`src/design/bfp_header_pkg.sv`:
```
package bfp_header_pkg;

    // Raw 64-bit symbol info word
    typedef logic [63:0] info_t;

    // --------------------
    // Header fields
    // --------------------
    typedef logic [3:0] pkg_type_t;
    typedef logic       cell_idx_t;
    typedef logic [6:0] slot_idx_t;
    typedef logic [3:0] symb_idx_t;

    // Low bit of each field inside info_t
    localparam int PKG_TYPE_LSB = 36;
    localparam int CELL_IDX_BIT = 19;
    localparam int SLOT_IDX_LSB = 12;
    localparam int SYMB_IDX_LSB = 8;

    // --------------------
    // Side-band words
    // --------------------

    // Per-channel AGC setting
    typedef logic [7:0] agc_t;

    // Beam power entry and its read index
    typedef logic [31:0] beam_pwr_t;
    typedef logic [3:0]  rbg_idx_t;

endpackage

```
`src/design/beam_power_store.sv`:
```
`timescale 1ns/1ns

module beam_power_store
    import bfp_header_pkg::*;
#(
    parameter int NUM_CH = 4,
    parameter int DEPTH  = 19
) (
    input  logic                      clk,
    input  logic                      i_reset,
    input  logic                      i_rbg_load,
    input  beam_pwr_t [NUM_CH-1:0]    i_beam_pwr,
    output logic                      o_rbg_load,
    output beam_pwr_t                 o_beam_pwr,
    output rbg_idx_t                  o_rbg_idx
);

    beam_pwr_t [NUM_CH-1:0] pwr_vec;
    logic [DEPTH-1:0]       load_sr;
    logic                   load_dly;
    rbg_idx_t               rd_idx;

    // Latest vector, overwritten on every load
    always_ff @(posedge clk) begin
        if (i_rbg_load) begin
            pwr_vec <= i_beam_pwr;
        end
    end

    // --------------------
    // Load pulse delay
    // --------------------
    always_ff @(posedge clk) begin
        if (i_reset) begin
            load_sr <= '0;
        end else begin
            load_sr <= {load_sr[DEPTH-2:0], i_rbg_load};
        end
    end

    assign load_dly = load_sr[DEPTH-1];

    // --------------------
    // Readout
    // --------------------
    always_ff @(posedge clk) begin
        if (i_reset) begin
            o_rbg_load <= 1'b0;
            o_rbg_idx  <= '0;
            rd_idx     <= '0;
        end else begin
            o_rbg_load <= load_dly;
            if (load_dly) begin
                o_rbg_idx <= rd_idx;
                // Index wraps at the channel count
                rd_idx    <= (rd_idx == rbg_idx_t'(NUM_CH - 1)) ? '0 : rd_idx + rbg_idx_t'(1);
            end
        end
    end

    // Payload held between pulses
    always_ff @(posedge clk) begin
        if (load_dly) begin
            o_beam_pwr <= pwr_vec[rd_idx];
        end
    end

endmodule

```
`config.mk`:
```
export PLATFORM = sky130hd
export DESIGN_NAME = beam_power_store
export DESIGN_NICKNAME = d
export VERILOG_FILES = /design/src/design/bfp_header_pkg.sv /design/src/design/beam_power_store.sv
export SDC_FILE = /design/constraint.sdc
export NUM_CORES = 1
export LEC_CHECK = 0
export ABC_AREA = 1
export BUFFER_PORTS_ARGS = -buffer_cell sky130_fd_sc_hd__buf_2
export CAP_MARGIN = 40
export CORE_MARGIN = 1.5
export CORE_UTILIZATION = 40
export CTS_BUF_LIST = sky130_fd_sc_hd__clkbuf_8
export CTS_CLUSTER_DIAMETER = 200
export DETAILED_ROUTE_END_ITERATION = 7
export PLACE_DENSITY_LB_ADDON = 0.2
export SYNTH_ARGS = -nofsm -noshare
export SYNTH_HDL_FRONTEND = slang
export SYNTH_SLANG_ARGS = --single-unit
export TNS_END_PERCENT = 10
```
`constraint.sdc`:
```
create_clock -name clk -period 1.7 [get_ports clk]
set_input_delay 0.255 -clock clk [delete_from_list [all_inputs] [get_ports clk]]
set_output_delay 0.255 -clock clk [all_outputs]
set_load 0.01 [all_outputs]
```
Word level (Yosys, flattened, before mapping)
Cells that the tools add are included.

word-level totals
  register bits = 188
  bits of input ports = 131
  output and inout port bits = 37
  word-level logic and storage cells = 15

cells by class
  add/subtract/negate cells = 1
  order comparisons = 1
  eq/ne operators = 1
  multiplexer cells = 3

operators by type and width
  kind                                                                   count
  32-bit binary-select mux with 2-bit select                             1
  32-bit two-way mux                                                     1
  4-bit by 1-bit adder with 4-bit output (second input constant)         1
  4-bit by 2-bit == test with 1-bit output (second input constant)       1
  4-bit by 3-bit < comparator with 1-bit output (second input constant)  1
  4-bit two-way mux                                                      1

Depth between registers and ports, before layout
Gate-level depths: netlist (run 1).

  depth after elaboration = 2
  gate-level depth with buffers = 6
  mapped depth without buffers = 4

Worst setup path before layout (run 1)
Ideal clock, no wire load.

  kind = register to register
  from = register load_sr[18]
  to = register rd_idx[3]
  setup time = 0.115 ns
  arrival time = 1.577 ns
  required time = 1.585 ns
  slack = 0.007 ns
  cell stages (with the launch flop) = 5
  buffers on the path = 1
  clock period less this slack = 1.693 ns
  cells stage by stage = dfxtp_1 buf_2 nand2_1 o21bai_1 nor2_1

RTL lines
  item                    RTL line                text
  start, declared         beam_power_store.sv:19  logic [DEPTH-1:0] load_sr;
  start signal, assigned  beam_power_store.sv:37  load_sr <= {load_sr[DEPTH-2:0], i_rbg_load};
  end signal, assigned    beam_power_store.sv:56  rd_idx <= (rd_idx == rbg_idx_t'(NUM_CH - 1)) ? '0 : rd_idx + rbg_idx_t'(1);
  end, declared           beam_power_store.sv:21  rbg_idx_t rd_idx;

Worst setup path after layout (run 1)
  from = register rd_idx[0]
  to = register rd_idx[2]

between the ends
  word-level cells in the longest chain between the ends = 2
  elaborated cells between the ends (all ways) = 3
  classes of those cells = add/sub (1); eq/ne (1); mux (1)

ends and longest elaborated chain
  item                                                                                                RTL line
  4-bit by 1-bit adder with 4-bit output or 4-bit by 2-bit == test with 1-bit output (tied branches)  beam_power_store.sv:56
  4-bit two-way mux *                                                                                 beam_power_store.sv:56

Every way passes the cells marked *; elsewhere a longest branch is shown, timed or not.
A chain may end at the register's enable or synchronous reset.

==> results of run 1 <==
-- cells by family (layout without fill, tap and decap cells) --
| family | Yosys count | after routing | share of synthesized area, % |
|---|---|---|---|
| buffers and inverters | 112 | 424 | 7.496 |
| flip-flops | 188 | 188 | 75.63 |
| adder cells (fa/ha/maj) | 1 | 1 | 0.1763 |
| AND/OR/NAND/NOR | 102 | 102 | 5.803 |
| AO/OA/AOI/OAI | 106 | 106 | 10.90 |
-- worst reg2reg max path, cell delays in order, from the launching register on --
cell	delay (ns)
dfxtp_4	0.48
buf_12	0.29
ha_1	0.28
nand4_1	0.12
a21oi_1	0.14
-- layout make-up --
type	count	share of cell area, %
Tap cell	225	2.865
Timing Repair Buffer	306	23.17
Multi-Input combinational cell	209	12.18
Sequential cell	188	54.69
Clock buffer	17	2.381
Inverter	86	3.285
Clock inverter	15	1.426
-- power by group through the flow --
| stage | combinational (mW) | sequential (mW) | clock, mW |
|---|---|---|---|
| after detailed placement | 0.342 | 5.46 | 0 |
| after global routing | 0.635 | 5.37 | 3.07 |
| after floorplan | 0.0966 | 5.44 | 0 |
| after CTS | 0.575 | 5.35 | 2.90 |
| after global placement | 0.332 | 5.45 | 0 |
| final | 0.572 | 5.35 | 2.79 |
-- metrics by stage --
step / cells / instance area, um^2 / setup slack, ns / utilization, %
detailed placement: 886 / 8172 / 0.3385 / 47.24
global placement: 886 / 8172 / 0.3560 / 47.24
global route: 1046 / 9827 / 0.2148 / 56.81
floorplan: 509 / 7094 / 0.007394 / -
finish: 1046 / 9827 / 0.3211 / 56.81
CTS: 1046 / 9827 / 0.3079 / 56.81
-- cells in the mapped netlist (all sizes together) --
cell,instances
inv,86
nand2,73
nor2,27
nand3,1
o21bai,1
o21ai,35
o211ai,32
a21oi,38
clkbuf,1
nand4,1
edfxtp,160
buf,25
dfxtp,28
ha,1
-- worst max path at each step --
stage                start  slack [ns]        end
6_report         rd_idx[0]        0.32  rd_idx[2]
2_1_floorplan  load_sr[18]       0.007  rd_idx[3]
4_1_cts          rd_idx[0]        0.31  rd_idx[2]
5_1_grt          rd_idx[0]        0.21  rd_idx[2]
3_5_place_dp     rd_idx[0]        0.34  rd_idx[2]
3_3_place_gp     rd_idx[0]        0.36  rd_idx[2]
-- cell usage in the layout, fill, tap and decap left out, types with 3 or more instances in the layout --
cell type / instances
a21oi_1: 38
buf_12: 6
buf_2: 166
buf_4: 6
clkbuf_8: 17
clkinv_4: 3
dfxtp_1: 25
dlygate4sd3_1: 128
edfxtp_1: 160
inv_1: 87
inv_6: 4
nand2_1: 63
nand2_2: 10
nor2_1: 27
o211ai_2: 32
o21ai_0: 31
o21ai_1: 4
-- routing by layer --
metal	global-route usage, %	vias up	wire (um)	share of wire, %
met3	4.623	17	582	4.0
li1	-	2340	-	-
met5	0	-	0	0
met1	18.52	2190	5960	41
met4	5.969	0	247	1.7
met2	28.65	96	7595	53
-- state kept, by name, summed over array words and instances, names as in the netlist --
signal	count
load_sr	19
o_beam_pwr	32
o_rbg_idx	4
o_rbg_load	1
pwr_vec	128
rd_idx	4
==> key figures, run 1 <==
Outcome
  • Outcome: finished clean

Logic synthesis
  • Seq cells post-synth: 188
  • Post-Syn Nets: 641
  • Number of library cell types mapped by synthesis: 20
  • Ys Warns: 0
  • Sequential share of the synthesized area: 75.63%
  • Area leader, netlist: edfxtp_1
  • Synthesized area per cell: 13.94 um^2
  • Synthesized instance count: 509
  • Synth top area share: 67.72%
  • Dominant cells by area after synthesis: edfxtp_1 (68%), dfxtp_1 (7.9%), o211ai_2 (5.6%)
  • Synth Cell Area: 0.007094 mm^2

Hold path
  • Min-Delay Path Depth: 1
  • Hold Crit Start: i_rbg_load
  • Hold worst-path end: pwr_vec[0]
  • Hold Path Class: in2reg

Cells and area
  • Footprint of the multi-input gates: 0.001197 mm^2
  • FF/Latch Area: 0.005374 mm^2
  • Nets: 940
  • Antenna cells: 0
  • Filler cells: 1457
  • Layout cell share with drive strength beyond 1: 30.69%
  • Syn-to-layout area delta: 38.52%

Global routing
  • Largest net degree at the start of global routing: 65
  • Global-route wire length before repair: 22430 um
  • Vias in the first global route: 4711
  • GRT Total Usage: 16.16%
  • GR Overflow Total: 0
  • Initial antenna violation count: 0

Power and ir drop
  • Comb power frac: 6.6%
  • PD cells: 886.9 mW/mm^2
  • Register share of total power: 61.4%
  • Overall power: 8.716 mW
  • P_leak: 3.906 nW
  • Sw power: 1.906 mW
  • Internal: 6.810 mW
  • Clk pwr share: 32.0%
  • Maximum VDD drop: 0.0006262 V
  • Net Sw Frac: 21.86%

Critical path
  • Reg-to-reg startpoint: rd_idx[0]
  • CP Class: reg2reg
  • Slowest Stage Delay on Critical Path: 0.48 ns
  • Crit-path cells: buf_12, ha_1, nand4_1, a21oi_1
  • R2R Path End: rd_idx[2]
  • Crit Path Max Fanout: 64
  • Worst endpoint data arrival time: 1.76 ns
  • Stages on worst setup path: 4
  • Req. time, crit path: 2.09 ns
  • CP Launch Type: flip-flop
  • CP max-delay cell: dfxtp_4
  • R2R depth: 4
  • Crit. End Element: flip-flop
  • FF-to-FF setup slack: 0.32 ns
  • Crit path max-delay family: flip-flops
  • Buf/Inv on CP: 1

Place
  • Gp weighted congestion: 0.7561
  • Dpl hpwl: 8852 um
  • PortBufs: 167

Timing
  • Endpoints failing hold: 0
  • Final setup TNS: 0 ns
  • Final setup viols: 0
  • Setup Skew: 0.01325 ns
  • Fin Hold WS: 0.1524 ns
  • Slew margin rel.: 70.71%
  • Slew @ Worst Pin: 0.4393 ns
  • Unrepaired setup endpoints after global routing: false
  • Min Clock Period, post-route: 1.379 ns
  • Final Max Tran Viols: 0
  • Peak Freq: 725.2 MHz
  • Period utilisation layout: 81.11%

Clock network
  • CTS tree: yes
  • Num Clock Sinks: 188
  • CTS Buf Count: 17
  • CTS Hold Buffers Added: 128
  • Root buffer cell: clkbuf_8
  • Post-CTS Setup Bufs: 0
  • Post-CTS sizing: 0
  • Clock-pin transition on the worst setup and hold timing paths: 0.10 ns
  • Clk_lat worst skew: 0.46 ns
  • Max clock buf depth: 2
  • H-tree levels: 4

Floorplanning
  • Die Ht: 136.2 um
  • Die ar.: 0.01854 mm^2
  • # rows: 48
  • Die width: 136.2 um
  • Core ar.: 0.01730 mm^2
  • Initial Utilization: 41.02%
  • Num ports: 168

Drt
  • DRT Pass-1 Iters: 4
  • Iteration-0 DRC Markers: 244
  • Routed vias/inst: 4.439
  • DR vias: 4643
  • Total Wirelength: 14390 um
  • DR WL/cell: 13.75 um
  • Post-route ant nets: 0
  • # DRC: 0

Flow run
  • Max Cap Violations: 0
(Power assumes the default switching activity.)
==> inputs of run 2 (changes only) <==
clock period = 1.2 ns   (was 1.7 ns; I/O delays follow)
==> key figures, run 2 (same netlist as run 1, synthesis figures left out) <==
Critical path
  • FF-to-FF setup slack: 0.03 ns (was 0.32 ns)
  • CP Class: reg2out (was reg2reg)
  • Req. time, crit path: 1.02 ns (was 2.09 ns)
  • CP Launch Type: flip-flop (unchanged)
  • Slowest Stage Delay on Critical Path: 0.41 ns (was 0.48 ns)
  • Crit. End Element: primary output (was flip-flop)
  • R2R Path End: o_beam_pwr[24] (was rd_idx[2])
  • Reg-to-reg startpoint: rd_idx[0] (unchanged)
  • R2R depth: 4 (unchanged)
  • Crit path max-delay family: flip-flops (unchanged)
  • Crit-path cells: buf_2 (was buf_12, ha_1, nand4_1, a21oi_1)
  • CP max-delay cell: edfxtp_1 (was dfxtp_4)
  • Crit Path Max Fanout: 1 (was 64)
  • Worst endpoint data arrival time: 1.03 ns (was 1.76 ns)
  • Buf/Inv on CP: 1 (unchanged)

Timing
  • Slew @ Worst Pin: 0.2691 ns (was 0.4393 ns)
  • Period utilisation layout: 100.6%
  • Fin Hold WS: 0.1176 ns (was 0.1524 ns)
  • Peak Freq: 828.1 MHz
  • Setup Skew: 0.01392 ns (was 0.01325 ns)
  • Final Max Tran Viols: 0 (unchanged)
  • Final setup TNS: -0.007591 ns (was 0 ns)
  • Endpoints failing hold: 0 (unchanged)
  • Final setup margin: -0.007591 ns (was 0.3211 ns)
  • Final setup viols: 1 (was 0)
  • Slew margin rel.: 82.06% (was 70.71%)
  • Unrepaired setup endpoints after global routing: true (was false)
  • Min Clock Period, post-route: 1.208 ns

Cells and area
  • Most common cell after layout, fill and taps aside: buf_2 (unchanged)
  • Most frequent cells in the layout: buf_2 (166), edfxtp_1 (160), dlygate4sd3_1 (129), inv_1 (89), nand2_1 (63) (was buf_2 (166), edfxtp_1 (160), dlygate4sd3_1 (128), inv_1 (87), nand2_1 (63))
  • Syn-to-layout area delta: 43.76% (was 38.52%)
  • Max reg flops: 128 (unchanged)
  • Biggest regs: pwr_vec: 128 flops, o_beam_pwr: 32 flops, load_sr: 19 flops (unchanged)
  • Filler cells: 1386 (was 1457)
  • Filler-free cell count of the finished design: 1066 (was 1046)
  • Post-layout instance area: 0.01020 mm^2 (was 0.009827 mm^2)
  • Largest register by flop count: pwr_vec (unchanged)
  • Antenna cells: 0 (unchanged)
  • Layout cell share with drive strength beyond 1: 32.70% (was 30.69%)
  • Nets: 960 (was 940)

Outcome
  • Outcome: finished with violations (was finished clean)
  • Violated checks: negative setup slack

Place
  • Cell count after placement: 896 (was 886)
  • DP Area: 0.008287 mm^2 (was 0.008172 mm^2)
  • Gp weighted congestion: 0.7270 (was 0.7561)
  • Dpl hpwl: 9444 um (was 8852 um)
  • PortBufs: 167 (unchanged)

Power and ir drop
  • Net Sw Frac: 20.49% (was 21.86%)
  • PD cells: 1272 mW/mm^2 (was 886.9 mW/mm^2)
  • Clk pwr share: 35.1% (was 32.0%)
  • Comb power frac: 6.5% (was 6.6%)
  • Overall power: 12.98 mW (was 8.716 mW)
  • Maximum VDD drop: 0.0008270 V (was 0.0006262 V)
  • P_leak: 4.085 nW (was 3.906 nW)
  • Sw power: 2.658 mW (was 1.906 mW)
  • Register share of total power: 58.4% (was 61.4%)
  • Internal: 10.32 mW (was 6.810 mW)

Hold path
  • Hold Path Class: in2reg (unchanged)
  • Hold Crit Start: i_rbg_load (unchanged)
  • Hold worst-path end: pwr_vec[4] (was pwr_vec[0])
  • Min-Delay Path Depth: 1 (unchanged)

Floorplanning
  • Die ar.: 0.01854 mm^2 (unchanged)
  • # rows: 48 (unchanged)
  • Core ar.: 0.01730 mm^2 (unchanged)
  • Initial Utilization: 41.02% (unchanged)
  • Num ports: 168 (unchanged)
  • Die Ht: 136.2 um (unchanged)
  • Die width: 136.2 um (unchanged)

Clock network
  • CTS tree: yes (unchanged)
  • Max clock buf depth: 2 (unchanged)
  • H-tree levels: 4 (unchanged)
  • Root buffer cell: clkbuf_8 (unchanged)
  • CTS Buf Count: 17 (unchanged)
  • Num Clock Sinks: 188 (unchanged)
  • Clk_lat worst skew: 0.46 ns (about the same)
  • Clock-pin transition on the worst setup and hold timing paths: 0.10 ns (about the same)

Global routing
  • Met1 Usage GRT: 20.06% (was 18.52%)
  • Met3 usage: 4.139% (was 4.623%)
  • GRT Total Usage: 16.62% (was 16.16%)
  • Global-route wire length before repair: 23030 um (was 22430 um)
  • Largest net degree at the start of global routing: 48 (was 65)
  • GR Overflow Total: 0 (unchanged)
  • Most used routing layer: met2 (unchanged)
  • Vias in the first global route: 4722 (was 4711)
  • Grt met2 use: 28.90% (was 28.65%)
  • Initial antenna violation count: 0 (unchanged)

Drt
  • Total Wirelength: 15830 um (was 14390 um)
  • Routed vias/inst: 4.544 (was 4.439)
  • DR vias: 4844 (was 4643)
  • Post-route ant nets: 0 (unchanged)
  • DR WL/cell: 14.85 um (was 13.75 um)
  • # DRC: 0 (unchanged)
  • Iteration-0 DRC Markers: 259 (was 244)
  • DRT Pass-1 Iters: 4 (unchanged)

Flow run
  • Max Cap Violations: 0 (unchanged)
## run 2: changes by cell type in the layout (fill, tap and decap cells not counted), moves of 3 or more
cell	before	now
bufinv_16	1	4
buf_6	0	3
o21ai_0	31	17
buf_4	6	14
o21ai_1	4	17
clkbuf_16	0	3
buf_12	6	9
## run 2: through the flow
stage          setup slack (ns)  util, %
2_1_floorplan           0.05306        -
3_3_place_gp            0.04418    47.91
3_5_place_dp          -0.008318    47.91
4_1_cts                -0.03789    57.94
5_1_grt                -0.06871    58.96
6_report              -0.007591    58.96
## run 2: how the worst max path moves through the flow
stage	startpoint	end	slack [ns]	cells after the start
after floorplan	rd_idx[0]	o_beam_pwr[0]	0.05	5
after global placement	rd_idx[0]	o_beam_pwr[1]	0.04	4
after detailed placement	rd_idx[0]	o_beam_pwr[14]	-0.008	4
after CTS	o_beam_pwr[19]	o_beam_pwr[19]	-0.04	1
after global routing	o_beam_pwr[27]	o_beam_pwr[27]	-0.07	1
final	o_beam_pwr[27]	o_beam_pwr[27]	-0.008	1
## run 2: metal layers
layer  wire, um  share of wire [%]  up-vias
li1           -                  -     2379
met1       6610                 42     2329
met2       8207                 52      125
met3        815                5.2       11
met4        191                1.2        0
met5          0                  0        -
## run 2: final cells by class
class,count,area [um^2],area share (%)
clock buffers,18,247.7,2.429
clock inverters,14,191.4,1.877
inverters,86,322.8,3.165
multi-input cells,209,1220,11.96
flip-flops and latches,188,5376,52.72
well taps,225,281.5,2.760
repair buffers,326,2559,25.09
## run 2: power by group through the flow
stage               logic [mW]  clock network [mW]  registers (mW)
finish                   0.844                4.55            7.58
global route             0.931                4.91            7.61
CTS                      0.837                4.69            7.58
detailed placement       0.505                   0            7.73
global placement         0.481                   0            7.72
floorplan                0.137                   0            7.70
## run 2: what timing repair did
action / 4_1_cts / 5_1_grt
endpoints found under the hold margin: 129 / 0
setup buffers: 0 / 4
pin swaps: 0 / 6
gates resized for setup: 1 / 25
hold buffers: 129 / 0
gates cloned: 0 / 5
setup endpoints to repair: 16 / 44
==> inputs of run 3 (changes only) <==
REMOVE_ABC_BUFFERS = 1   (was default)
==> key figures, run 3 (same netlist as run 1, synthesis figures left out) <==
Place
  • Dpl hpwl: 9040 um (was 9444 um)
  • Gp weighted congestion: 0.7627 (was 0.7270)
  • PortBufs: 167 (unchanged)
  • Pre-CTS setup slack: 0.01635 ns (was -0.008318 ns)
  • DP Area: 0.008254 mm^2 (was 0.008287 mm^2)

Cells and area
  • Post-layout instance area: 0.01009 mm^2 (was 0.01020 mm^2)
  • Nets: 951 (was 960)
  • Most common cell after layout, fill and taps aside: buf_2 (unchanged)
  • Most frequent cells in the layout: buf_2 (166), edfxtp_1 (160), dlygate4sd3_1 (129), inv_1 (92), nand2_1 (63) (was buf_2 (166), edfxtp_1 (160), dlygate4sd3_1 (129), inv_1 (89), nand2_1 (63))
  • Filler cells: 1389 (was 1386)
  • Final core occ: 58.35% (was 58.96%)
  • Max reg flops: 128 (unchanged)
  • FF/Latch Area: 0.005374 mm^2 (was 0.005376 mm^2)
  • Footprint of the multi-input gates: 0.001216 mm^2 (was 0.001220 mm^2)
  • Syn-to-layout area delta: 42.26% (was 43.76%)
  • Biggest regs: pwr_vec: 128 flops, o_beam_pwr: 32 flops, load_sr: 19 flops (unchanged)
  • Layout cell share with drive strength beyond 1: 31.73% (was 32.70%)
  • Antenna cells: 0 (unchanged)
  • Largest register by flop count: pwr_vec (unchanged)

Timing
  • Final setup TNS: -0.03628 ns (was -0.007591 ns)
  • Fin Hold WS: 0.2081 ns (was 0.1176 ns)
  • Final setup viols: 4 (was 1)
  • Period utilisation layout: 101.7% (was 100.6%)
  • Slew margin rel.: 76.81% (was 82.06%)
  • Final setup margin: -0.02052 ns (was -0.007591 ns)
  • Endpoints failing hold: 0 (unchanged)
  • Setup Skew: 0.01076 ns (was 0.01392 ns)
  • Peak Freq: 819.3 MHz (was 828.1 MHz)
  • Min Clock Period, post-route: 1.221 ns (was 1.208 ns)
  • Slew @ Worst Pin: 0.3479 ns (was 0.2691 ns)
  • Unrepaired setup endpoints after global routing: true (unchanged)
  • Final Max Tran Viols: 0 (unchanged)

Drt
  • DRT Pass-1 Iters: 4 (unchanged)
  • Routed vias/inst: 4.518 (was 4.544)
  • # DRC: 0 (unchanged)
  • Total Wirelength: 15100 um (was 15830 um)
  • DR vias: 4775 (was 4844)
  • Iteration-0 DRC Markers: 200 (was 259)
  • Post-route ant nets: 0 (unchanged)
  • DR WL/cell: 14.29 um (was 14.85 um)

Clock network
  • Root buffer cell: clkbuf_8 (unchanged)
  • Max clock buf depth: 2 (unchanged)
  • Clk_lat worst skew: 0.44 ns (was 0.46 ns)
  • H-tree levels: 4 (unchanged)
  • Clock-pin transition on the worst setup and hold timing paths: 0.09 ns (was 0.10 ns)
  • CTS tree: yes (unchanged)
  • CTS Buf Count: 17 (unchanged)
  • Num Clock Sinks: 188 (unchanged)

Outcome
  • Violated checks: negative setup slack (unchanged)
  • Outcome: finished with violations (unchanged)

Floorplanning
  • # rows: 48 (unchanged)
  • Die Ht: 136.2 um (unchanged)
  • Core ar.: 0.01730 mm^2 (unchanged)
  • Initial Utilization: 41.02% (unchanged)
  • Num ports: 168 (unchanged)
  • Die ar.: 0.01854 mm^2 (unchanged)
  • Die width: 136.2 um (unchanged)

Global routing
  • GR Overflow Total: 0 (unchanged)
  • Vias in the first global route: 4670 (was 4722)
  • GRT Total Usage: 16.53% (was 16.62%)
  • Initial antenna violation count: 0 (unchanged)
  • Global-route wire length before repair: 23140 um (was 23030 um)
  • Largest net degree at the start of global routing: 60 (was 48)

Hold path
  • Min-Delay Path Depth: 2 (was 1)
  • Hold Crit Start: i_rbg_load (unchanged)
  • Hold Path Class: in2reg (unchanged)
  • Hold worst-path end: pwr_vec[106] (was pwr_vec[4])

Power and ir drop
  • PD cells: 1251 mW/mm^2 (was 1272 mW/mm^2)
  • Maximum VDD drop: 0.0006926 V (was 0.0008270 V)
  • P_leak: 4.033 nW (was 4.085 nW)

Flow run
  • Max Cap Violations: 0 (unchanged)

Critical path
  • Crit. End Element: flip-flop (was primary output)
  • Crit Path Max Fanout: 7 (was 1)
  • Reg-to-reg startpoint: rd_idx[0] (unchanged)
  • CP Class: reg2reg (was reg2out)
  • CP Launch Type: flip-flop (unchanged)
  • Req. time, crit path: 1.39 ns (was 1.02 ns)
  • R2R Path End: o_beam_pwr[14] (was o_beam_pwr[24])
  • Worst endpoint data arrival time: 1.41 ns (was 1.03 ns)
  • FF-to-FF setup slack: -0.02 ns (was 0.03 ns)
  • R2R depth: 5 (was 4)
run 3: cell types whose count changed in the layout (fill, tap and decap cells not counted), moves of 3 or more:
cell / before / now
inv_6: 4 / 0
a21oi_2: 2 / 5
buf_4: 14 / 6
inv_1: 89 / 92
a21oi_1: 36 / 33
run 3: per-stage QoR:
| step | std cells | power, mW |
|---|---|---|
| 6_report | 1057 | 12.63 |
| 5_1_grt | 1057 | 13.16 |
| 4_1_cts | 1053 | 12.74 |
| 3_5_place_dp | 892 | 8.213 |
| 3_3_place_gp | 892 | 8.178 |
| 2_1_floorplan | 483 | 7.832 |
run 3: timing repair:
action,in CTS,in global routing
setup buffers,0,1
setup endpoints to repair,8,47
pin swaps,0,9
endpoints found under the hold margin,129,0
resized for setup,0,24
hold buffers,129,0
gates cloned,0,3
run 3: critical path: stages, from the launching register on:
cell and delay, ns:
dfxtp_4 0.47, buf_12 0.17, buf_12 0.12, a21oi_2 0.05, o21ai_1 0.07, nand2_1 0.09
run 3: worst max path at each step:
stage                   startpoint        endpoint  slack [ns]  depth (start not counted)
floorplan                rd_idx[0]       rd_idx[1]       -2.46                          3
global placement         rd_idx[0]  o_beam_pwr[13]        0.03                          4
detailed placement       rd_idx[0]   o_beam_pwr[3]        0.02                          4
CTS                 o_beam_pwr[23]  o_beam_pwr[23]       -0.02                          1
global route             rd_idx[0]  o_beam_pwr[14]       -0.07                          5
finish                   rd_idx[0]  o_beam_pwr[14]       -0.02                          5
run 3: final cells by class:
type / instances / share of cell area, %
timing repair buffer: 317 / 24.73
multi-input combinational: 209 / 12.05
clock inverter: 13 / 1.389
tap: 225 / 2.789
sequential: 188 / 53.25
clock buffer: 19 / 2.591
inverter: 86 / 3.199
run 3: report_power, final:
| group | leakage, nW | switching [mW] | internal [mW] |
|---|---|---|---|
| clock network | 0.215 | 2.10 | 2.12 |
| logic | 2.05 | 0.324 | 0.500 |
| registers | 1.77 | 0.109 | 7.47 |
| total | 4.03 | 2.53 | 10.1 |
run 3: per-layer routing:
layer	part of all wire, %	wire length [um]	up-vias	track usage [%]
met1	43	6546	2276	20.62
met4	0.79	119	0	4.846
met5	0	0	-	0
met2	51	7682	133	28.23
met3	5.0	753	7	4.400
li1	-	-	2359	-
